### config.mk
export PLATFORM = sky130hd
export DESIGN_NAME = execUnit
export DESIGN_NICKNAME = d
export VERILOG_FILES = /design/src/hw/execPkg.sv /design/src/hw/execAlu.sv /design/src/hw/execShifter.sv /design/src/hw/divCtrl.sv /design/src/hw/divStepCounter.sv /design/src/hw/divDatapath.sv /design/src/hw/execUnit.sv
export VERILOG_INCLUDE_DIRS = /design/src /design/src/hw
export SDC_FILE = /design/constraint.sdc
export NUM_CORES = 1
export LEC_CHECK = 0
export ABC_AREA = 1
export ABC_CLOCK_PERIOD_IN_PS = 2670
export BUFFER_PORTS_ARGS = -buffer_cell sky130_fd_sc_hd__clkbuf_2
export CORE_MARGIN = 4
export CORE_UTILIZATION = 33
export CTS_CLUSTER_DIAMETER = 80
export CTS_CLUSTER_SIZE = 8
export DETAILED_ROUTE_END_ITERATION = 10
export GPL_ROUTABILITY_DRIVEN = 0
export GPL_TIMING_DRIVEN = 0
export PLACE_DENSITY = 0.59
export SLEW_MARGIN = 20
export SYNTH_ARGS = -nofsm -noshare
export SYNTH_HDL_FRONTEND = slang
export SYNTH_SLANG_ARGS = --single-unit
### constraint.sdc
create_clock -name iClk -period 2.67 [get_ports iClk]
set_clock_uncertainty 0.2 [all_clocks]
set_input_delay 0.534 -clock iClk [delete_from_list [all_inputs] [get_ports iClk]]
set_output_delay 0.534 -clock iClk [all_outputs]
set_load 0.05 [all_outputs]
### src/hw/execUnit_params.svh
// widths fixed for a 16-bit core; changing EXEC_WORD_W alone will not rescale shifter or divider
`ifndef EXEC_UNIT_PARAMS_SVH
`define EXEC_UNIT_PARAMS_SVH

// --------------------
// data widths
// --------------------
`define EXEC_WORD_W 16     // full data word
`define EXEC_BYTE_W 8      // byte lane, low half of a word

// shift count, taken from rf2 bits 4:0
`define EXEC_AMT_W 5

// --------------------
// divider
// --------------------
`define EXEC_DIV_CNT_W 5   // must hold EXEC_WORD_STEPS
`define EXEC_WORD_STEPS 16 // one quotient bit per step
`define EXEC_BYTE_STEPS 8

// constant operand source, used for inc/dec by two
`define EXEC_CONST_TWO 2

`endif

### src/hw/execPkg.sv
// shared types only; widths come from execUnit_params.svh, which must be on the include path
`include "execUnit_params.svh"

package execPkg;

	// --------------------
	// data vectors
	// --------------------
	typedef logic [`EXEC_WORD_W-1:0]   word_t;
	typedef logic [`EXEC_BYTE_W-1:0]   byte_t;
	typedef logic [`EXEC_WORD_W:0]     aluRes_t; // carry sits in the top bit
	typedef logic [2*`EXEC_WORD_W-1:0] dword_t;  // dx:operand two
	typedef logic [`EXEC_AMT_W-1:0]    shAmt_t;
	typedef logic [`EXEC_DIV_CNT_W-1:0] divCnt_t;

	// --------------------
	// control encodings
	// --------------------
	typedef enum logic [1:0] {OPSEL_RF, OPSEL_MEM, OPSEL_IMM, OPSEL_TWO} opSel_t;

	typedef enum logic [2:0] {EXEC_NOP, EXEC_ALU, EXEC_SHIFT, EXEC_DIV, EXEC_REMAINDER} execOp_t;

	// low 3 bits follow the x86 group-1 order
	typedef enum logic [3:0] {
		ALU_ADD, ALU_OR, ALU_ADC, ALU_SBB, ALU_AND, ALU_SUB, ALU_XOR, ALU_CMP,
		ALU_INC, ALU_DEC, ALU_NOT, ALU_NEG, ALU_TEST, ALU_PASS1, ALU_PASS2, ALU_SHL2
	} aluFunc_t;

	// bit0 right, bit1 through carry / arithmetic, bit2 shift rather than rotate
	typedef enum logic [2:0] {SH_ROL, SH_ROR, SH_RCL, SH_RCR, SH_SHL, SH_SHR, SH_SAL, SH_SAR} shFunc_t;

	typedef enum logic [1:0] {DIV_IDLE, DIV_RUN, DIV_FINISH} divState_t;

endpackage

### src/hw/execAlu.sv
// purely combinational; carry out is a borrow for the subtract group, zero for the logic ops
`timescale 1ns/10ps
`include "execUnit_params.svh"

module execAlu import execPkg::*;
(
	input  word_t    op1_i,
	input  word_t    op2_i,
	input  aluFunc_t func_i,
	input  logic     carry_i,
	output aluRes_t  res_o
);

	logic   isSub;  // subtract group
	logic   useCy;  // adc / sbb only
	logic   cyIn;
	word_t  op2Inv;
	logic [`EXEC_WORD_W+1:0] sum; // extra lsb carries cyIn into the add

	always_comb
	begin
		isSub  = (func_i == ALU_SBB) || (func_i == ALU_SUB) || (func_i == ALU_CMP);
		useCy  = (func_i == ALU_ADC) || (func_i == ALU_SBB);
		op2Inv = isSub ? ~op2_i : op2_i;
		cyIn   = isSub ^ (carry_i & useCy); // a-b = a+~b+1, borrow eats the +1

		// one adder for all five arithmetic codes
		sum = {1'b0, op1_i, cyIn} + {1'b0, op2Inv, cyIn};

		case (func_i)
			ALU_ADD,
			ALU_ADC,
			ALU_SBB,
			ALU_SUB,
			ALU_CMP:   res_o = {sum[`EXEC_WORD_W+1] ^ isSub, sum[`EXEC_WORD_W:1]}; // borrow view
			ALU_OR:    res_o = {1'b0, op1_i | op2_i};
			ALU_AND:   res_o = {1'b0, op1_i & op2_i};
			ALU_XOR:   res_o = {1'b0, op1_i ^ op2_i};

			// --------------------
			// unary and pass group
			// --------------------
			ALU_INC:   res_o = {1'b0, op1_i} + aluRes_t'(1);
			ALU_DEC:   res_o = {1'b0, op1_i} - aluRes_t'(1);
			ALU_NOT:   res_o = {1'b0, ~op1_i};
			ALU_NEG:   res_o = {1'b1, ~op1_i} + aluRes_t'(1); // carry clears only for neg 0
			ALU_TEST:  res_o = {1'b0, op1_i & op2_i};
			ALU_PASS1: res_o = {1'b0, op1_i};
			ALU_PASS2: res_o = {1'b0, op2_i};
			ALU_SHL2:  res_o = {1'b0, op2_i} << 2; // bit 14 lands in carry
			default:   res_o = '0;
		endcase
	end

endmodule

### src/hw/execShifter.sv
// combinational; count is taken as given, no shift-by-one mode, byte results zero the high byte
`timescale 1ns/10ps
`include "execUnit_params.svh"

module execShifter import execPkg::*;
(
	input  word_t   data_i,
	input  shAmt_t  amount_i,
	input  shFunc_t func_i,
	input  logic    bw_i,     // word when high
	input  logic    carry_i,
	output word_t   res_o,
	output logic    carry_o,
	output logic    overflow_o
);

	localparam int W = `EXEC_WORD_W;
	localparam int B = `EXEC_BYTE_W;

	shAmt_t cnt;
	word_t  dataBw;  // byte copied into both halves so rotates wrap for free
	word_t  fillL;
	word_t  fillR;
	logic [2*W:0] shL; // carry : data : fill
	logic [2*W:0] shR; // fill : data : carry
	logic   isRight;
	logic   topBit;
	logic   nextBit;

	always_comb
	begin
		isRight = func_i[0];

		// rcl / rcr go round a 9 or 17 bit ring
		if ((func_i == SH_RCL) || (func_i == SH_RCR))
			cnt = bw_i ? amount_i % shAmt_t'(17) : amount_i % shAmt_t'(9);
		else
			cnt = bw_i ? {1'b0, amount_i[3:0]} : {2'b0, amount_i[2:0]};

		dataBw = bw_i ? data_i : {data_i[B-1:0], data_i[B-1:0]};

		// --------------------
		// fill patterns
		// --------------------
		if (func_i[2])
			fillL = '0;                              // shl / sal
		else
			fillL = func_i[1] ? {carry_i, dataBw[W-1:1]} : dataBw;

		if (func_i[2])
			fillR = func_i[1] ? {W{dataBw[W-1]}} : '0; // sar sign fill
		else
			fillR = func_i[1] ? {dataBw[W-2:0], carry_i} : dataBw;

		shL = {carry_i, dataBw, fillL} << cnt;
		shR = {fillR, dataBw, carry_i} >> cnt;

		// result and last bit out
		if (bw_i)
		begin
			res_o   = isRight ? shR[W:1] : shL[2*W-1:W];
			carry_o = isRight ? shR[0] : shL[2*W];
		end
		else
		begin
			res_o   = {{(W-B){1'b0}}, (isRight ? shR[W:B+1] : shL[W+B-1:W])};
			carry_o = isRight ? shR[B] : shL[W+B];
		end

		// overflow from the input operand
		topBit  = bw_i ? data_i[W-1] : data_i[B-1];
		nextBit = bw_i ? data_i[W-2] : data_i[B-2];
		case (func_i)
			SH_ROR:  overflow_o = topBit ^ data_i[0];
			SH_RCR:  overflow_o = topBit ^ carry_i;
			SH_SHR:  overflow_o = topBit;
			SH_SAR:  overflow_o = 1'b0;
			default: overflow_o = topBit ^ nextBit; // all left moves
		endcase
	end

endmodule

### src/hw/divCtrl.sv
// one divide at a time; start is ignored unless idle, stall freezes every state
`timescale 1ns/10ps
`include "execUnit_params.svh"

module divCtrl import execPkg::*;
(
	input  logic iClk,
	input  logic rstN_i,
	input  logic start_i,
	input  logic stall_i,
	input  logic ovf_i,      // valid with start_i
	input  logic lastStep_i,
	output logic load_o,
	output logic step_o,
	output logic done_o,
	output logic err_o
);

	divState_t state;
	logic      errSeen; // overflow caught at load

	assign load_o = (state == DIV_IDLE) && start_i;
	assign step_o = (state == DIV_RUN) && !stall_i;
	assign done_o = (state == DIV_FINISH) && !stall_i;
	assign err_o  = done_o && errSeen;

	always_ff @(posedge iClk or negedge rstN_i)
	begin
		if (!rstN_i)
		begin
			state   <= DIV_IDLE;
			errSeen <= 1'b0;
		end
		else
		begin
			case (state)
				DIV_IDLE:
				begin
					if (load_o)
					begin
						state   <= ovf_i ? DIV_FINISH : DIV_RUN; // skip the steps on overflow
						errSeen <= ovf_i;
					end
				end
				DIV_RUN:    if (step_o && lastStep_i) state <= DIV_FINISH;
				DIV_FINISH: if (done_o) state <= DIV_IDLE;
				default:    state <= DIV_IDLE;
			endcase
		end
	end

endmodule

### src/hw/divStepCounter.sv
// counts down only on step_i, so a stalled step is simply not counted
`timescale 1ns/10ps
`include "execUnit_params.svh"

module divStepCounter import execPkg::*;
(
	input  logic iClk,
	input  logic rstN_i,
	input  logic load_i,
	input  logic bw_i,
	input  logic step_i,
	output logic lastStep_o
);

	divCnt_t stepsLeft;

	assign lastStep_o = (stepsLeft == divCnt_t'(1));

	always_ff @(posedge iClk or negedge rstN_i)
	begin
		if (!rstN_i)
			stepsLeft <= '0;
		else if (load_i)
			stepsLeft <= bw_i ? divCnt_t'(`EXEC_WORD_STEPS) : divCnt_t'(`EXEC_BYTE_STEPS);
		else if (step_i)
			stepsLeft <= stepsLeft - divCnt_t'(1); // one quotient bit per step
	end

endmodule

### src/hw/divDatapath.sv
// unsigned only; byte divide expects the divisor zero-extended from its low byte
`timescale 1ns/10ps
`include "execUnit_params.svh"

module divDatapath import execPkg::*;
(
	input  logic   iClk,
	input  logic   rstN_i,
	input  logic   load_i,
	input  logic   step_i,
	input  logic   bw_i,
	input  dword_t dividend_i, // dx:op2, byte mode uses op2 only
	input  word_t  divisor_i,
	output logic   ovf_o,
	output word_t  quot_o,
	output word_t  rem_o
);

	localparam int W = `EXEC_WORD_W;
	localparam int B = `EXEC_BYTE_W;

	word_t remQ;
	word_t quotQ;   // unprocessed dividend bits shift out the top
	word_t divisorQ;
	word_t hiHalf;
	logic [W:0] trial; // shifted remainder minus divisor, msb is the borrow

	assign hiHalf = bw_i ? dividend_i[2*W-1:W] : {{(W-B){1'b0}}, dividend_i[W-1:B]};
	assign ovf_o  = load_i && (hiHalf >= divisor_i); // also catches divide by zero
	assign trial  = {remQ, quotQ[W-1]} - {1'b0, divisorQ};
	assign quot_o = quotQ;
	assign rem_o  = remQ;

	always_ff @(posedge iClk or negedge rstN_i)
	begin
		if (!rstN_i)
		begin
			remQ     <= '0;
			quotQ    <= '0;
			divisorQ <= '0;
		end
		else if (load_i)
		begin
			remQ     <= hiHalf;
			quotQ    <= bw_i ? dividend_i[W-1:0] : {dividend_i[B-1:0], {B{1'b0}}};
			divisorQ <= divisor_i;
		end
		else if (step_i)
		begin
			// restoring step, keep the difference only if it did not borrow
			remQ  <= trial[W] ? {remQ[W-2:0], quotQ[W-1]} : trial[W-1:0];
			quotQ <= {quotQ[W-2:0], ~trial[W]};
		end
	end

endmodule

### src/hw/execUnit.sv
// caller holds EXEC_NOP while stallD_o is high; ALU ops clear overflow, flags come elsewhere
`timescale 1ns/10ps
`include "execUnit_params.svh"

module execUnit import execPkg::*;
(
	input  logic     iClk,
	input  logic     rstN_i,
	input  execOp_t  exec_i,
	input  aluFunc_t func_i,   // low 3 bits double as shFunc_t
	input  logic     bw_i,
	input  opSel_t   selIn1_i,
	input  opSel_t   selIn2_i,
	input  word_t    rf1_i,
	input  word_t    rf2_i,
	input  word_t    mem_i,
	input  word_t    imm1_i,
	input  word_t    imm2_i,
	input  word_t    dx_i,
	input  logic     carry_i,
	input  logic     stall_i,
	output word_t    result_o,
	output logic     isZero_o,
	output logic     carry_o,
	output logic     overflow_o,
	output logic     stallD_o,
	output logic     divErr_o
);

	word_t   op1;
	word_t   op2;
	aluRes_t aluRes;
	word_t   shRes;
	logic    shCarry;
	logic    shOvf;
	byte_t   divisorByte;
	word_t   divisor;
	logic    divStart;
	logic    divLoad;
	logic    divStep;
	logic    divDone;
	logic    divErr;
	logic    divOvf;
	logic    lastStep;
	word_t   quot;
	word_t   rem;
	byte_t   remByte;
	byte_t   quotByte;
	word_t   resultQ;
	word_t   remQ;       // remainder of the last divide
	logic    carryQ;
	logic    ovfQ;
	logic    stallDQ;
	logic    divErrQ;
	logic    divBwQ;

	// --------------------
	// operand select
	// --------------------
	always_comb
	begin
		case (selIn1_i)
			OPSEL_RF:  op1 = rf1_i;
			OPSEL_MEM: op1 = mem_i;
			OPSEL_IMM: op1 = imm2_i;  // imm2 on this side
			default:   op1 = word_t'(`EXEC_CONST_TWO);
		endcase
		case (selIn2_i)
			OPSEL_RF:  op2 = rf2_i;
			OPSEL_MEM: op2 = mem_i;
			OPSEL_IMM: op2 = imm1_i;
			default:   op2 = word_t'(`EXEC_CONST_TWO);
		endcase
	end

	assign divisorByte = op1[`EXEC_BYTE_W-1:0];
	assign divisor     = bw_i ? op1 : {{(`EXEC_WORD_W-`EXEC_BYTE_W){1'b0}}, divisorByte};
	assign divStart    = (exec_i == EXEC_DIV) && !stallDQ; // single strobe, busy blocks repeats
	assign remByte     = rem[`EXEC_BYTE_W-1:0];
	assign quotByte    = quot[`EXEC_BYTE_W-1:0];

	execAlu uAlu (.op1_i(op1), .op2_i(op2), .func_i(func_i), .carry_i(carry_i), .res_o(aluRes));

	execShifter uShifter
	(
		.data_i(op1), .amount_i(rf2_i[`EXEC_AMT_W-1:0]), .func_i(shFunc_t'(func_i[2:0])),
		.bw_i(bw_i), .carry_i(carry_i), .res_o(shRes), .carry_o(shCarry), .overflow_o(shOvf)
	);

	divCtrl uDivCtrl
	(
		.iClk(iClk), .rstN_i(rstN_i), .start_i(divStart), .stall_i(stall_i), .ovf_i(divOvf),
		.lastStep_i(lastStep), .load_o(divLoad), .step_o(divStep), .done_o(divDone),
		.err_o(divErr)
	);

	divStepCounter uDivCnt
	(
		.iClk(iClk), .rstN_i(rstN_i), .load_i(divLoad), .bw_i(bw_i), .step_i(divStep),
		.lastStep_o(lastStep)
	);

	divDatapath uDivData
	(
		.iClk(iClk), .rstN_i(rstN_i), .load_i(divLoad), .step_i(divStep), .bw_i(bw_i),
		.dividend_i({dx_i, op2}), .divisor_i(divisor), .ovf_o(divOvf), .quot_o(quot),
		.rem_o(rem)
	);

	// --------------------
	// result register
	// --------------------
	always_ff @(posedge iClk or negedge rstN_i)
	begin
		if (!rstN_i)
		begin
			resultQ <= '0;
			remQ    <= '0;
			carryQ  <= 1'b0;
			ovfQ    <= 1'b0;
			stallDQ <= 1'b0;
			divErrQ <= 1'b0;
			divBwQ  <= 1'b0;
		end
		else
		begin
			divErrQ <= divErr; // one cycle, lines up with the fall of stallD
			if (divStart)
			begin
				stallDQ <= 1'b1;
				divBwQ  <= bw_i;
			end
			if (divDone)
			begin
				stallDQ <= 1'b0;
				remQ    <= rem;
				resultQ <= divBwQ ? quot : {remByte, quotByte}; // byte: ah=rem, al=quot
			end
			if (exec_i == EXEC_ALU)
			begin
				resultQ <= aluRes[`EXEC_WORD_W-1:0];
				carryQ  <= aluRes[`EXEC_WORD_W];
				ovfQ    <= 1'b0;
			end
			else if (exec_i == EXEC_SHIFT)
			begin
				resultQ <= shRes;
				carryQ  <= shCarry;
				ovfQ    <= shOvf;
			end
			else if (exec_i == EXEC_REMAINDER)
				resultQ <= remQ;
		end
	end

	assign result_o   = resultQ;
	assign isZero_o   = (resultQ == '0);
	assign carry_o    = carryQ;
	assign overflow_o = ovfQ;
	assign stallD_o   = stallDQ;
	assign divErr_o   = divErrQ;

endmodule

## Yosys cells after proc, flatten, opt, wreduce, memory -nomap -nowiden

Cells that the tools add are included.

| storage, ports and cells | value |
|---|---|
| bits in registers | 93 |
| input port bits | 112 |
| output and inout bits | 21 |
| word-level logic and storage cells | 145 |

| cells by class | value |
|---|---|
| add/subtract/negate cells | 6 |
| divide/modulo/power cells | 2 |
| magnitude comparators | 1 |
| equality and inequality tests | 34 |
| shifts and indexed selects | 2 |
| multiplexer cells | 49 |
| bitwise logic cells | 12 |
| reductions and logical operators | 26 |

Operators with widths:

| cell | count |
|---|---|
| 2-to-1 mux 16 bit | 22 |
| one-hot mux 17 bit (11 select lines) | 1 |
| one-hot mux 16 bit (3 select lines) | 2 |
| left shift 33 x 5 -> 33 bit | 1 |
| >> shifter 33 x 5 -> 17 bit | 1 |
| equality test 4 bit, second input constant | 8 |
| inverter 16 bit | 2 |
| 2-to-1 mux 5 bit | 5 |
| adder 17 x 17 -> 18 bit | 1 |
| adder 16 x 1 -> 17 bit, second input constant | 1 |
| adder 17 x 1 -> 17 bit, second input constant | 1 |
| subtractor 16 x 1 -> 17 bit, second input constant | 1 |
| subtractor 17 x 16 -> 17 bit | 1 |
| bitwise AND 16 bit | 1 |
| equality test 4 x 3 -> 1 bit, second input constant | 4 |
| greater-or-equal comparator 16 bit | 1 |
| zero test 16 bit | 1 |
| bitwise OR 16 bit | 1 |
| XOR 16 bit | 1 |
| equality test 3 x 2 -> 1 bit, second input constant | 4 |
| 2-to-1 mux 1 bit | 11 |
| equality test 3 bit, second input constant | 3 |
| equality test 4 x 2 -> 1 bit, second input constant | 2 |
| 2-to-1 mux 2 bit | 4 |
| other kinds (28) | 52 |

## Longest topological paths before layout

| depth | value |
|---|---|
| depth after elaboration | 10 |
| mapped depth | 33 |
| gate-level depth less buffers | 30 |

## Cells and area by module

From an unflattened synthesis, not the netlist that was laid out.

| unflattened totals | value |
|---|---|
| cell total of the unflattened synthesis | 2791 |
| area total of the unflattened synthesis | 15528.6 µm² |

By module, submodules not included:

| module | instances | cells an instance | area each (µm²) |
|---|---|---|---|
| execShifter | 1 | 938 | 4480.5 |
| divDatapath | 1 | 628 | 4061.4 |
| execAlu | 1 | 646 | 3542.1 |
| execUnit | 1 | 510 | 2966.6 |
| divStepCounter | 1 | 42 | 299.0 |
| divCtrl | 1 | 27 | 178.9 |

## Worst setup path before layout

Ideal clock, no wire load.

| path | value |
|---|---|
| kind | input-to-reg |
| from | input port func_i[1] |
| to | register resultQ[15], in the netlist result_o[15] |
| library setup time | 0.119 ns |
| data arrival time | 3.911 ns |
| data required time | 2.351 ns |
| path slack | -1.560 ns |
| stages on the path | 27 |
| buffers on the path | 2 |
| path through | buf_4 -> inv_2 -> nand2_2 -> nand3_2 -> inv_1 -> clkbuf_1 -> xor2_1 -> inv_1 -> fa_1 -> o21ai_0 -> nand2_1 -> nand2_1 -> a21oi_1 -> o21ai_0 -> inv_1 -> nor2_1 -> nor2_1 -> o21ai_0 -> nand2_1 -> nand2_1 -> nand3_1 -> nand2_1 -> nand2_1 -> nand2_1 -> o21ai_1 -> nand3_1 -> nand2_1 |

| on the way | value |
|---|---|
| longest elaborated chain between the ends | 8 |

Ends and longest elaborated chain:

| element | line | text |
|---|---|---|
| start, declared | execUnit.sv:10 | `input aluFunc_t func_i,` |
| branches (longest 7 deep; another with adder 17 x 17 -> 18 bit) | - |  |
| 2-to-1 mux 16 bit * | execUnit.sv:139 | `if (exec_i == EXEC_ALU)` |
| end signal, assigned | execUnit.sv:137 | `resultQ <= divBwQ ? quot : {remByte, quotByte};` |
| end signal, assigned | execUnit.sv:141 | `` resultQ <= aluRes[`EXEC_WORD_W-1:0]; `` |
| end signal, assigned | execUnit.sv:147 | `resultQ <= shRes;` |
| end, declared | execUnit.sv:49 | `word_t resultQ;` |

Mark *: on every way between the ends.
A chain may end at the register's enable or synchronous reset.

## Worst setup path after layout

| path | value |
|---|---|
| from | input port bw_i |
| to | register resultQ[5], in the netlist result_o[5] |

| on the way | value |
|---|---|
| longest elaborated chain between the ends | 8 |

Ends and longest elaborated chain:

| element | line | text |
|---|---|---|
| start, declared | execUnit.sv:11 | `input logic bw_i,` |
| 2-to-1 mux 16 bit | execShifter.sv:40 | `dataBw = bw_i ? data_i : {data_i[B-1:0], data_i[B-1:0]};` |
| 2-to-1 mux 16 bit, on equally long branches | execShifter.sv:48, execShifter.sv:51, execShifter.sv:53 |  |
| 2-to-1 mux 16 bit, on equally long branches | execShifter.sv:45, execShifter.sv:50 |  |
| left shift 33 x 5 -> 33 bit / >> shifter 33 x 5 -> 17 bit (equally long branches) | execShifter.sv:55, execShifter.sv:56 |  |
| 2-to-1 mux 8 bit / 2-to-1 mux 16 bit (equally long branches) | execShifter.sv:66, execShifter.sv:61 |  |
| 2-to-1 mux 16 bit * | execShifter.sv:59 | `if (bw_i)` |
| 2-to-1 mux 16 bit * | execUnit.sv:145 | `else if (exec_i == EXEC_SHIFT)` |
| 2-to-1 mux 16 bit * | execUnit.sv:139 |  |

Mark *: on every way between the ends. The rest lies on a longest branch, timed or not.

==> qor.yml <==
antenna_found_initial: 1
switching_share_pct: 52.3
reg2reg_from: "uDivData.quot_o[15]"
ir_drop_mv: 0.739
core_area_um2: 42200
grt_setup_unrepaired: "yes"
die_area_um2: 46400
num_vias: 18700
antenna_left: 0
yosys.area.top_type: "nand2_1"
reg2reg_slack_ns: -0.20
htreeDepth: 3
avgSynthCellArea_um2: 5.97
synthTopCellsByCount: "nand2_1 (678), nand3_1 (339), inv_1 (231), o21ai_0 (166), nor2_1 (141)"
violations: "setup timing"
ioPinCount: 133
path_buf_inv: 8
startpoint_type: "primary input"
max_cap_violations: 0
arrival_ns: 3.85
yosysTopAreaCellShare_pct: 17.9
setup_viol: 24
dr.pass1.iters: 8
drt_iter0_markers: 2385
ys.flop_type: "dfrtp_1"
grt_start_max_net_pins: 86
synthCells: 2377
area_delta_synth_final_pct: 34.9
min_period_ns: 3.81
critPathTopFamily: "simple AND/OR/NAND/NOR gates"
pre_cts_ws_ns: -2.11
p_comb_share_pct: 71.0
fin_nets: 2815
critPathKind: "primary input to register"
async_reset_ff_share_pct: 100
drt-wirelength-per-cell_um: 22.0
wl_um: 69600
cp_data_required_time_ns: 2.71
grt_pass1_wl_um: 103000
maxSlewViolCount: 0
track_usage_pct: 28.1
grt_overflow: 0
crit_path_max_incr_delay_ns: 0.26
finalHoldViolCount: 0
ys_ff_latch: 93
clock_latency_ns: 0.35
post_drt_via_cell_ratio: 5.92
yosysSeqAreaShare_pct: 16.4
cts.sinks: 93
critPathCaptureType: "register"
clk_path_buf_depth: 2
drive_gt1_share_pct: 29.8
fin_crit_sh_pct: 143
cts_made_buffers: 9
worstPathMaxFanout: 8
hp-start: "remQ[10]"
fillCellCount: 4334
intPower_mw: 6.72
clock.fmax_mhz: 262
yosys_warnings: 0
grt_pass1_vias: 18100
powerDensity_nw_per_um2: 736
port_buffers: 130
leakage_nw: 9.21
place_hpwl_um: 52700
slew_headroom_pct: 22.6
clockRootBuffer: "clkbuf_16"
cp-startpoint: "bw_i"
row_count: 75
syn_nets: 2580
finalSetupTns_ns: -20.36
die_h_um: 215
start_util_pct: 33.6
switching_power_mw: 7.37
drc: 0
hold_path_class: "register to register"
p_seq_share_pct: 18.7
die_x_um: 215
clockPowerShare_pct: 10.4
yosysMostFrequentCell: "nand2_1"
cts_tree: "built"
critical_path.slowest_cell: "ha_4"
path_clk_slew_ns: 0.07
outcome: "complete, but fails checks"
tightest_slew_ns: 1.13
fin_ws_ns: -1.14
final_util_pct: 45.4
syn_area_um2: 14200
yosys-top-cells-area: "nand2_1 (18%), dfrtp_1 (16%), nand3_1 (12%)"
synth_edf_count: 0
ys_types: 65
[routing by layer]
layer / vias to the layer above / track usage, % / routed length (µm)
met3: 289 / 5.18 / 6590
met4: 0 / 13.2 / 4100
li1: 8457 / - / -
met1: 8774 / 35.1 / 26700
met5: - / 0 / 0
met2: 1162 / 47.0 / 32200
[worst reg2reg max path, cell delays in order (launching register included)]
cell and delay (ns):
dfrtp_1 0.37, inv_1 0.05, ha_2 0.20, fa_2 0.37, nor2_4 0.13, a211oi_4 0.06
o21ai_2 0.17, a21oi_1 0.09, o21bai_1 0.23, nand2_1 0.14, nand2_1 0.08, nand2_1 0.06
nand2_2 0.08, nand3_2 0.06, nand2_1 0.07, xor2_1 0.14, nand2_1 0.07, o211ai_1 0.08
a22oi_1 0.08
[cell families after synthesis]
logic type | after synthesis | synth area share (%)
xor gates and xnor gates | 60 | 3.94
buffers and inverters | 384 | 11.6
adders and majority gates | 91 | 8.12
DFF | 93 | 16.4
AOI/OAI and AO/OA | 460 | 19.3
and+or+nand+nor | 1289 | 40.6
[final cells by class]
cell class	instances	area (µm²)	share of cell area, %
tap	539	674	3.52
clock inverter	6	95.1	0.496
buffer	126	1060	5.55
multi-input combinational	1901	12100	63.1
antenna	1	2.50	0.0131
clock buffer	10	239	1.25
timing repair buffer	228	1660	8.69
inverter	253	1000	5.24
sequential	93	2330	12.2
[registers in the layout (all words and copies together) (netlist names)]
name               flops
uDivCtrl.state         2
remQ                  16
uDivData.quot_o       16
uDivData.rem_o        16
overflow_o             1
uDivCnt.stepsLeft      5
carry_o                1
result_o              16
uDivCtrl.errSeen       1
uDivData.divisorQ     16
stallD_o               1
divErr_o               1
divBwQ                 1
[layout by cell type (no fill, tap or decap), types with 22 or more instances in the layout]
cell type / count
o21ai_1: 31
nor2_1: 127
ha_1: 79
xor2_1: 46
nand3_2: 118
nand4_1: 22
nand3_1: 224
nand2_2: 107
o211ai_1: 27
a21oi_1: 79
o21ai_0: 136
o21ai_2: 37
buf_4: 82
buf_6: 37
clkbuf_2: 132
dfrtp_1: 91
clkbuf_1: 40
inv_1: 217
nand2_1: 573
[stage by stage]
| stage | total power, mW | hold WS, ns | cell area (µm²) | cells |
|---|---|---|---|---|
| 6_report | 14.1 | 0.287 | 19200 | 3157 |
| 5_1_grt | 15.0 | 0.310 | 19200 | 3156 |
| 4_1_cts | 12.7 | 0.285 | 17900 | 3110 |
| 3_5_place_dp | 10.1 | 0.172 | 16000 | 3047 |
| 3_3_place_gp | 9.97 | 0.265 | 16000 | 3046 |
| 2_1_floorplan | 7.85 | 0.0384 | 14700 | 2377 |
[path summary, 6_finish.rpt]
path	to	cells after the start
max in group asynchronous	uDivData.divisorQ[1]	3
worst max-delay path	result_o[5]	30
worst min-delay path	remQ[10]	2
min in group asynchronous	result_o[5]	2
worst max register to register	uDivData.rem_o[14]	18
worst min register to register	remQ[10]	2
[power groups by stage]
stage / clock [mW] / sequential (mW) / combinational [mW]
floorplan: 0 / 2.85 / 4.99
global placement: 0 / 2.59 / 7.38
detailed placement: 0 / 2.61 / 7.49
CTS: 1.47 / 2.60 / 8.61
global route: 1.52 / 2.70 / 10.7
finish: 1.46 / 2.63 / 10.0
[repair_timing]
| action | 4_1_cts | 5_1_grt |
|---|---|---|
| setup endpoints to repair | 67 | 56 |
| cloned | 5 | 4 |
| gates resized for setup | 269 | 241 |
| setup buffers | 44 | 51 |
| endpoints found under the hold margin | 8 | 0 |
| pin swaps | 91 | 95 |
| hold buffers | 1 | 0 |
Note: power is estimated with default switching activity, not from simulation.
